## src/design/core_cfg.svh

```systemverilog
`ifndef CORE_CFG_SVH
`define CORE_CFG_SVH

`define XLEN        32
`define REG_ADDR_W  5

// major opcodes, instruction bits [6:0]
`define OPC_OP      7'b0110011
`define OPC_OPIMM   7'b0010011
`define OPC_LUI     7'b0110111
`define OPC_LOAD    7'b0000011
`define OPC_STORE   7'b0100011

`define OPC_HALT    7'h7F

`define RESET_PC    32'h0000_0000 // word index of first fetch

`endif

```

## src/design/corePkg.sv

```systemverilog
`include "core_cfg.svh"

package corePkg;

   typedef logic [`XLEN-1:0]       word_t;
   typedef logic [`REG_ADDR_W-1:0] regAddr_t;

   typedef struct packed {
      logic [6:0] funct7;
      regAddr_t   rs2;
      regAddr_t   rs1;
      logic [2:0] funct3;
      regAddr_t   rd;
      logic [6:0] opcode;
   } rType_t;

   typedef struct packed {
      logic [11:0] imm;
      regAddr_t    rs1;
      logic [2:0]  funct3;
      regAddr_t    rd;
      logic [6:0]  opcode;
   } iType_t;

   typedef struct packed {
      logic [6:0] immHi;
      regAddr_t   rs2;
      regAddr_t   rs1;
      logic [2:0] funct3;
      logic [4:0] immLo;
      logic [6:0] opcode;
   } sType_t;

   typedef struct packed {
      logic [19:0] imm;
      regAddr_t    rd;
      logic [6:0]  opcode;
   } uType_t;

   // one fetched word, four views
   typedef union packed {
      rType_t rType;
      iType_t iType;
      sType_t sType;
      uType_t uType;
   } instrWord_t;

   typedef enum logic [3:0] {
      aluAdd, aluSub, aluXor, aluOr, aluAnd,
      aluSlt, aluSltu, aluSll, aluSrl, aluSra
   } aluOp_e;

   typedef enum logic [2:0] {opAlu, opLui, opLoad, opStore, opHalt} opClass_e;

   typedef struct packed {
      opClass_e opClass;
      aluOp_e   aluOp;
      logic     useImm;
      regAddr_t rd;
      regAddr_t rs1;
      regAddr_t rs2;
      word_t    imm;     // already sign-extended
      logic     invalid;
   } decoded_t;

   typedef struct packed {
      logic  req;
      logic  wEn;
      word_t addr;
      word_t wData;
   } memReq_t;

   typedef struct packed {
      logic     en;
      regAddr_t addr;
      word_t    data;
   } regWrite_t;

endpackage

```

## src/design/aluUnit.sv

```systemverilog
`timescale 1ns/100ps

module aluUnit import corePkg::*; (
   input  decoded_t decoded,
   input  word_t    rs1Data,
   input  word_t    rs2Data,
   output word_t    aluResult
);

   word_t      opB;
   logic [4:0] shamt;

   assign opB   = decoded.useImm ? decoded.imm : rs2Data;
   assign shamt = opB[4:0];   // low 5 bits only

   always_comb begin
      case (decoded.aluOp)
         aluAdd:  aluResult = rs1Data + opB;
         aluSub:  aluResult = rs1Data - opB;
         aluXor:  aluResult = rs1Data ^ opB;
         aluOr:   aluResult = rs1Data | opB;
         aluAnd:  aluResult = rs1Data & opB;
         aluSlt:  aluResult = word_t'($signed(rs1Data) < $signed(opB));
         aluSltu: aluResult = word_t'(rs1Data < opB);
         aluSll:  aluResult = rs1Data << shamt;
         aluSrl:  aluResult = rs1Data >> shamt;
         aluSra:  aluResult = word_t'($signed(rs1Data) >>> shamt);
         default: aluResult = '0;
      endcase
   end

endmodule

```

## src/design/busSequencer.sv

```systemverilog
`timescale 1ns/100ps
`include "core_cfg.svh"

module busSequencer import corePkg::*; (
   input  logic       clk,
   input  logic       rstn,
   input  logic       start,
   input  logic       rVld,
   input  word_t      rData,
   input  decoded_t   decoded,
   input  word_t      aluResult,
   input  word_t      rs2Data,
   output instrWord_t instr,
   output memReq_t    memReq,
   output regWrite_t  regWrite,
   output logic       halted
);

   typedef enum logic [1:0] {sHalt, sFetch, sExec, sMem} state_e;

   state_e     state;
   word_t      pc;
   instrWord_t ir;
   logic       stop;
   logic       aluWb;

   // halt opcode or anything undecodable
   assign stop  = decoded.invalid || decoded.opClass == opHalt;
   assign aluWb = decoded.opClass inside {opAlu, opLui};

   always_ff @(posedge clk) begin
      if (!rstn) begin
         state  <= sHalt;
         pc     <= `RESET_PC;
         memReq <= '0;
      end else begin
         case (state)
            sHalt: begin
               if (start) begin
                  state <= sFetch;
               end
            end
            sFetch: begin
               if (!memReq.req) begin
                  memReq.req  <= 1'b1;   // only after start or a memory phase
                  memReq.wEn  <= 1'b0;
                  memReq.addr <= pc;
               end else if (rVld) begin
                  memReq.req <= 1'b0;
                  pc         <= pc + 1'b1;
                  state      <= sExec;
               end
            end
            sExec: begin
               if (stop) begin
                  state <= sHalt;
               end else if (decoded.opClass inside {opLoad, opStore}) begin
                  memReq.req   <= 1'b1;
                  memReq.wEn   <= decoded.opClass == opStore;
                  memReq.addr  <= aluResult;   // rs1 + imm
                  memReq.wData <= rs2Data;
                  state        <= sMem;
               end else begin
                  // ALU / LUI, fetch next right away
                  memReq.req  <= 1'b1;
                  memReq.wEn  <= 1'b0;
                  memReq.addr <= pc;
                  state       <= sFetch;
               end
            end
            default: begin
               if (rVld) begin
                  memReq.req <= 1'b0;
                  memReq.wEn <= 1'b0;
                  state      <= sFetch;
               end
            end
         endcase
      end
   end

   // instruction register
   always_ff @(posedge clk) begin
      if (state == sFetch && memReq.req && rVld) begin
         ir <= rData;
      end
   end

   // writeback select
   always_comb begin
      regWrite.addr = decoded.rd;
      regWrite.data = (decoded.opClass == opLui) ? decoded.imm : aluResult;
      regWrite.en   = state == sExec && aluWb && !stop;
      if (state == sMem) begin
         regWrite.data = rData;                 // load data
         regWrite.en   = rVld && !memReq.wEn;
      end
   end

   assign instr  = ir;
   assign halted = state == sHalt;

endmodule

```

## src/design/instrDecoder.sv

```systemverilog
`timescale 1ns/100ps
`include "core_cfg.svh"

module instrDecoder import corePkg::*; (
   input  instrWord_t instr,
   output decoded_t   decoded
);

   // alt picks SUB / SRA, funct7 bit 5
   function automatic aluOp_e f3ToAluOp(input logic [2:0] funct3, input logic alt);
      case (funct3)
         3'b000:  return alt ? aluSub : aluAdd;
         3'b001:  return aluSll;
         3'b010:  return aluSlt;
         3'b011:  return aluSltu;
         3'b100:  return aluXor;
         3'b101:  return alt ? aluSra : aluSrl;
         3'b110:  return aluOr;
         default: return aluAnd;
      endcase
   endfunction

   function automatic word_t sext12(input logic [11:0] imm12);
      return {{(`XLEN-12){imm12[11]}}, imm12};
   endfunction

   always_comb begin
      decoded         = '0;
      decoded.opClass = opHalt;
      decoded.aluOp   = aluAdd;
      case (instr.rType.opcode)
         `OPC_OP: begin
            decoded.opClass = opAlu;
            decoded.rd      = instr.rType.rd;
            decoded.rs1     = instr.rType.rs1;
            decoded.rs2     = instr.rType.rs2;
            decoded.aluOp   = f3ToAluOp(instr.rType.funct3, instr.rType.funct7[5]);
            if (instr.rType.funct7 == 7'h20) begin
               decoded.invalid = !(instr.rType.funct3 inside {3'b000, 3'b101});
            end else if (instr.rType.funct7 != 7'h00) begin
               decoded.invalid = 1'b1;
            end
         end
         `OPC_OPIMM: begin
            decoded.opClass = opAlu;
            decoded.useImm  = 1'b1;
            decoded.rd      = instr.iType.rd;
            decoded.rs1     = instr.iType.rs1;
            if (instr.iType.funct3 inside {3'b001, 3'b101}) begin
               // shift immediates, funct7 sits in imm[11:5]
               decoded.imm     = word_t'(instr.iType.imm[4:0]);
               decoded.aluOp   = f3ToAluOp(instr.iType.funct3, instr.iType.imm[10]);
               decoded.invalid = !(instr.iType.imm[11:5] == 7'h00 ||
                                   (instr.iType.imm[11:5] == 7'h20 &&
                                    instr.iType.funct3 == 3'b101));
            end else begin
               decoded.imm   = sext12(instr.iType.imm);
               decoded.aluOp = f3ToAluOp(instr.iType.funct3, 1'b0);
            end
         end
         `OPC_LUI: begin
            decoded.opClass = opLui;
            decoded.rd      = instr.uType.rd;
            decoded.imm     = {instr.uType.imm, 12'b0};
         end
         `OPC_LOAD: begin
            decoded.opClass = opLoad;
            decoded.useImm  = 1'b1;   // address = rs1 + imm
            decoded.rd      = instr.iType.rd;
            decoded.rs1     = instr.iType.rs1;
            decoded.imm     = sext12(instr.iType.imm);
            decoded.invalid = instr.iType.funct3 != 3'b010; // LW only
         end
         `OPC_STORE: begin
            decoded.opClass = opStore;
            decoded.useImm  = 1'b1;
            decoded.rs1     = instr.sType.rs1;
            decoded.rs2     = instr.sType.rs2;
            decoded.imm     = sext12({instr.sType.immHi, instr.sType.immLo});
            decoded.invalid = instr.sType.funct3 != 3'b010; // SW only
         end
         `OPC_HALT: begin
            decoded.opClass = opHalt;
         end
         default: begin
            decoded.invalid = 1'b1;
         end
      endcase
   end

endmodule

```

## src/design/regFile.sv

```systemverilog
`timescale 1ns/100ps

module regFile import corePkg::*; (
   input  logic      clk,
   input  logic      rstn,
   input  regAddr_t  rs1,
   input  regAddr_t  rs2,
   input  regWrite_t regWrite,
   output word_t     rs1Data,
   output word_t     rs2Data
);

   localparam int NUM_REGS = 1 << $bits(regAddr_t);

   word_t regs [NUM_REGS];

   // x0 is cleared by reset and never written
   always_ff @(posedge clk) begin
      if (!rstn) begin
         for (int i = 0; i < NUM_REGS; i++) begin
            regs[i] <= '0;
         end
      end else if (regWrite.en && regWrite.addr != '0) begin
         regs[regWrite.addr] <= regWrite.data;
      end
   end

   assign rs1Data = regs[rs1];
   assign rs2Data = regs[rs2];

endmodule

```

## src/design/rvCore.sv

```systemverilog
`timescale 1ns/100ps

module rvCore import corePkg::*; (
   input  logic    clk,
   input  logic    rstn,
   input  logic    start,
   input  logic    rVld,
   input  word_t   rData,
   output memReq_t memReq,
   output logic    halted
);

   instrWord_t instr;
   decoded_t   decoded;
   word_t      rs1Data;
   word_t      rs2Data;
   word_t      aluResult;
   regWrite_t  regWrite;

   busSequencer i_busSequencer (
      .clk       (clk),
      .rstn      (rstn),
      .start     (start),
      .rVld      (rVld),
      .rData     (rData),
      .decoded   (decoded),
      .aluResult (aluResult),
      .rs2Data   (rs2Data),
      .instr     (instr),
      .memReq    (memReq),
      .regWrite  (regWrite),
      .halted    (halted)
   );

   instrDecoder i_instrDecoder (
      .instr   (instr),
      .decoded (decoded)
   );

   aluUnit i_aluUnit (
      .decoded   (decoded),
      .rs1Data   (rs1Data),
      .rs2Data   (rs2Data),
      .aluResult (aluResult)
   );

   regFile i_regFile (
      .clk      (clk),
      .rstn     (rstn),
      .rs1      (decoded.rs1),
      .rs2      (decoded.rs2),
      .regWrite (regWrite),
      .rs1Data  (rs1Data),
      .rs2Data  (rs2Data)
   );

endmodule

```

## config.mk

```make
export PLATFORM = sky130hd
export DESIGN_NAME = rvCore
export DESIGN_NICKNAME = d
export VERILOG_FILES = /design/src/design/corePkg.sv /design/src/design/aluUnit.sv /design/src/design/busSequencer.sv /design/src/design/instrDecoder.sv /design/src/design/regFile.sv /design/src/design/rvCore.sv
export VERILOG_INCLUDE_DIRS = /design/src /design/src/design
export SDC_FILE = /design/constraint.sdc
export NUM_CORES = 2
export LEC_CHECK = 0
export BUFFER_PORTS_ARGS = -buffer_cell sky130_fd_sc_hd__buf_2
export CAP_MARGIN = 30
export CORE_ASPECT_RATIO = 2
export CORE_MARGIN = 3
export CORE_UTILIZATION = 64
export DETAILED_ROUTE_END_ITERATION = 6
export PLACE_DENSITY = 0.81
export REMOVE_ABC_BUFFERS = 1
export SYNTH_ARGS = -nofsm -noshare
export SYNTH_HDL_FRONTEND = slang
export SYNTH_SLANG_ARGS = --single-unit
```

## constraint.sdc

```tcl
create_clock -name clk -period 9.4 [get_ports clk]
set_input_delay 1.88 -clock clk [delete_from_list [all_inputs] [get_ports clk]]
set_output_delay 1.88 -clock clk [all_outputs]
set_load 0.02 [all_outputs]
```

==> results of run 1 <==
[kinds of logic after synthesis]
kind of cell	Yosys count
simple gates	3238
compound gates	1873
flops	1156
buf+inv	881
mux	344
fa+ha+maj	106
xor+xnor	42
other cells	1
[Yosys cell counts, types with 38 or more instances]
library cell	n	area, sq um
nor2_1	1182	4437
edfxtp_1	1056	31710
nand2_1	748	2808
nand3_1	645	3228
clkbuf_1	483	1813
o21ai_0	418	2092
a21oi_1	365	1827
nor3_1	230	1151
a221oi_1	188	1647
buf_2	178	890.9
nor2b_1	159	994.7
mux2i_1	158	1582
inv_1	114	427.9
ha_1	104	1301
dfxtp_1	100	2002
mux2_2	100	1126
o22ai_1	92	575.6
mux4_2	86	1937
o211ai_1	86	645.6
a31oi_1	85	531.8
a211oi_1	73	548.0
a21o_1	55	412.9
and3_1	53	331.6
nand4_1	48	300.3
buf_1	44	165.2
o21ai_1	44	220.2
o221ai_1	43	376.6
o31ai_1	39	292.8
a31o_2	38	332.8
[stage by stage]
stage | worst slack, ns | std cells | utilization, % | hold slack [ns] | cell area (sq um)
floorplan | -13.26 | 6915 | - | 0.4585 | 67910
global placement | 0.009682 | 8888 | 67.67 | 0.4450 | 74420
detailed placement | 0.4023 | 8908 | 67.87 | 0.4480 | 74640
CTS | 0.3589 | 9097 | 71.04 | 0.4713 | 78120
[per-layer routing]
metal  global-route usage, %  overflow
met4                   75.51        15
met3                   52.56         1
met5                   29.71         0
met2                   90.77        12
met1                   66.89         0
==> reports/results.ini, run 1 <==
[clock_tree]
cts_buffers = 100
htree_levels = 3
cts-root-buf = clkbuf_16
clock-sinks = 1156
cts_resized = 0
cts_hold_repair.buffers = 0
post_cts_buffers = 0
cts_buffer_depth = 3

[floorplanning]
die_h_um = 477.5
start_util_pct = 64.68
ioPinCount = 103
die_x_um = 241.7
rows = 172

[global_routing]
track_usage_pct = 70.81
gr-total-overflow = 28
grt_max_degree = 144
grt_pass1_wl_um = 582100
first_global_vias = 77880

[yosys]
yosys.area_share.simple_pct = 20.48
yosysSeqAreaShare_pct = 47.40
synth-xor-area-share_pct = 0.5172
muxShareOfSynthArea_pct = 6.530
synthesis.instances = 7641
synthFlopType = edfxtp_1
synth-edff-count = 1056
yosys.area_share.adder_pct = 1.886
synth_compound_area_share_pct = 17.84
async_flop_share_pct = 0
synth_area_sq_mm = 0.07113
yosysUniqueCellTypes = 115
synth_warnings = 0
syn_area_per_cell_sq_um = 9.309
synth_top_family_by_area = simple AND/OR/NAND/NOR gates
ys_seq_elements = 1156

[placed_design]
gp_congestion = 1.241
io_buffers = 102
dp_hpwl_um = 250800

[outcome]
outcome = aborted with a tool error
stop_stage = 5_1_grt
stop_error = [ERROR GRT-0116] Global routing finished with congestion. Check the congestion regions in the DRC Viewer.

==> run 2, diff against run 1 <==
--- a/config.mk
+++ b/config.mk
@@ -8,11 +8,10 @@
 export LEC_CHECK = 0
 export BUFFER_PORTS_ARGS = -buffer_cell sky130_fd_sc_hd__buf_2
 export CAP_MARGIN = 30
-export CORE_ASPECT_RATIO = 2
 export CORE_MARGIN = 3
-export CORE_UTILIZATION = 64
+export CORE_UTILIZATION = 40
 export DETAILED_ROUTE_END_ITERATION = 6
-export PLACE_DENSITY = 0.81
+export PLACE_DENSITY_LB_ADDON = 0.15
 export REMOVE_ABC_BUFFERS = 1
 export SYNTH_ARGS = -nofsm -noshare
 export SYNTH_HDL_FRONTEND = slang
==> run 2 against run 1 <==
The flow now finishes, with violations (design-rule violations). Area after synthesis unchanged. Synthesized cell count unchanged.
==> reports/results.ini, run 2 <==
[floorplanning]
rows = 154
die_area_sq_mm = 0.1829
die_x_um = 427.7
start_util_pct = 40.30
ioPinCount = 103
core_sq_mm = 0.1765
die_h_um = 427.7

[critical_path]
critPathArrivalTime_ns = 9.37
regToRegSetupSlack_ns = 0.57
crit_path_end_kind = flip-flop
required_ns = 9.93
critPathKind = flip-flop to flip-flop
start_kind = flip-flop
cp_max_fo = 31

[yosys]
yosysSeqAreaShare_pct = 47.40
synth_warnings = 0
synth-edff-count = 1056
synth_common_cells = nor2_1, edfxtp_1, nand2_1
async_flop_share_pct = 0
yosysTopAreaCellShare_pct = 44.58
ys_seq_elements = 1156
synth_area_sq_mm = 0.07113
synth_most_common_cell = nor2_1
synthFlopType = edfxtp_1
syn_area_per_cell_sq_um = 9.309
synthesis.instances = 7641
yosysUniqueCellTypes = 115
synth_area_leaders = edfxtp_1, nor2_1, nand3_1
synth_top_cell_by_area = edfxtp_1

[routing]
route.vias.total = 69780
route.detailed.drc = 27
wl_per_cell_um = 39.90
via_per_inst = 6.982
antenna_left = 0
dr.pass1.iters = 7
totalWireLength_um = 398800
drt_iter0_markers = 12020

[finish]
layout.nets = 7687
multi_input_area_sq_mm = 0.03445
largest-register = i_regFile.regs
fillers = 16930
layout_commonest_cell = nor2_1
largest_reg_flops = 1024
layout.cells.non_filler = 9994
reg.largest.list = i_regFile.regs (1024), i_busSequencer.memReq (66)
area_delta_synth_final_pct = 12.42
final_cell_mix = nor2_1, edfxtp_1, nand2_1, nand3_1, o21ai_0
regArea_sq_mm = 0.03371
drive_gt1_share_pct = 14.62

[clock_tree]
cts_resized = 0
clkSlewWorstSetupHoldPaths_ns = 0.06
cts_buffers = 137
htree_levels = 4
cts_hold_repair.buffers = 0
clk_latency_ns = 0.83
clock-sinks = 1156
cts_tree = built
cts_buffer_depth = 3
cts-root-buf = clkbuf_16
post_cts_buffers = 0

[timing]
hold_viol_final = 0
fmax_mhz = 113.2
period_needed_ns = 8.833
holdWs_ns = 0.4649
worst-slew-pin-transition_ns = 1.250
slew_violations = 0
finalSetupTns_ns = 0
setup_viol = 0
skew_ns = 0.04692
rsz0062_at_grt = false
fin_crit_sh_pct = 93.97
slew_headroom_pct = 14.52
setup_slack_ns = 0.5665

[global_routing]
gr-total-overflow = 0
grt_pass1_wl_um = 539300
first_global_vias = 64310
track_usage_pct = 42.45
grt_antenna_before_repair = 16
grt_max_degree = 106

[pwr]
pwr-share-seq_pct = 44.1
switching_share_pct = 30.48
p_sw_w = 0.004054
ir_drop_mv = 0.1712
internal_power_w = 0.009248
p_comb_share_pct = 17.0
powerDensity_mw_per_mm2 = 166.3
p_leak_nw = 28.84
clkPwrFrac_pct = 38.9

[job]
cap_violations = 0

[placed_design]
placedCellCount = 9738
place_ws_ns = 0.8794
dp_hpwl_um = 256700
io_buffers = 102
gp_congestion = 1.063

[hold_path]
hold_class = flip-flop to flip-flop

[outcome]
outcome = finished with violations
violations = design-rule violations

-- run 2: kinds of logic after synthesis --
| family | share of synthesized area [%] |
|---|---|
| muxes | 6.530 |
| and+or+nand+nor | 20.48 |
| AOI/OAI and AO/OA | 17.84 |
| adders and majority gates | 1.886 |
| buffers and inverters | 5.346 |
| xor gates and xnor gates | 0.5172 |
| DFF | 47.40 |
| other | 0.005272 |
-- run 2: worst max-delay path: stages, from the launching register on --
cell and delay, ns:
edfxtp_1 0.65, or3b_4 0.71, nor2_4 0.73, buf_12 0.33, buf_4 0.31, a31oi_1 0.12
a31o_1 0.45, o32ai_1 1.02, nor2_1 0.14, buf_4 0.23, inv_1 0.09, ha_1 0.24
buf_4 0.17, inv_1 0.08, nand2_1 0.07, nor2_1 0.19, nand4_1 0.14, a211oi_1 0.43
buf_4 0.21, nor2_1 0.09, o31ai_1 0.26, xnor2_1 0.18, nor2_1 0.12, nor4_1 0.37
o2111ai_1 0.43, o31ai_4 0.38, buf_12 0.24, nor2_1 0.06
-- run 2: area by class of cell --
cell class                 instances  area share [%]
timing repair buffer             491           5.284
sequential                      1156           42.16
clock buffer                     178           4.636
inverter                         124          0.5868
antenna                            9         0.02817
multi-input combinational       5635           43.09
clock inverter                    61          0.5555
tap                             2340           3.662
-- run 2: worst paths after layout --
check | depth (start not counted) | start | end
setup / recovery | 27 | i_busSequencer.instr[3] | i_regFile.regs[15][24]
hold / removal | 2 | i_busSequencer.memReq[3] | i_busSequencer.memReq[3]
setup reg to reg | 27 | i_busSequencer.instr[3] | i_regFile.regs[15][24]
hold reg to reg | 2 | i_busSequencer.memReq[3] | i_busSequencer.memReq[3]
-- run 2: metal layers --
metal | track usage (%) | share of wire, %
met5 | 0.7937 | 0.071
met3 | 14.50 | 14
met4 | 26.81 | 7.7
met2 | 59.70 | 41
met1 | 55.56 | 37
-- run 2: power groups by stage --
stage	Sequential (W)	Clock [W]	Combinational (W)
finish	0.00587	0.00518	0.00226
global route	0.00588	0.00538	0.00231
CTS	0.00586	0.00519	0.00217
detailed placement	0.00597	0	0.00216
global placement	0.00596	0	0.00216
floorplan	0.00594	0	0.00106
-- run 2: through the flow --
step / instance area [sq um] / util [%] / total power [W]
6_report: 79960 / 45.30 / 0.01330
5_1_grt: 79940 / 45.29 / 0.01357
4_1_cts: 79850 / 45.24 / 0.01321
3_5_place_dp: 75700 / 42.89 / 0.008123
3_3_place_gp: 75490 / 42.77 / 0.008120
2_1_floorplan: 67910 / - / 0.006999
Power figures use the tool's default switching activity.
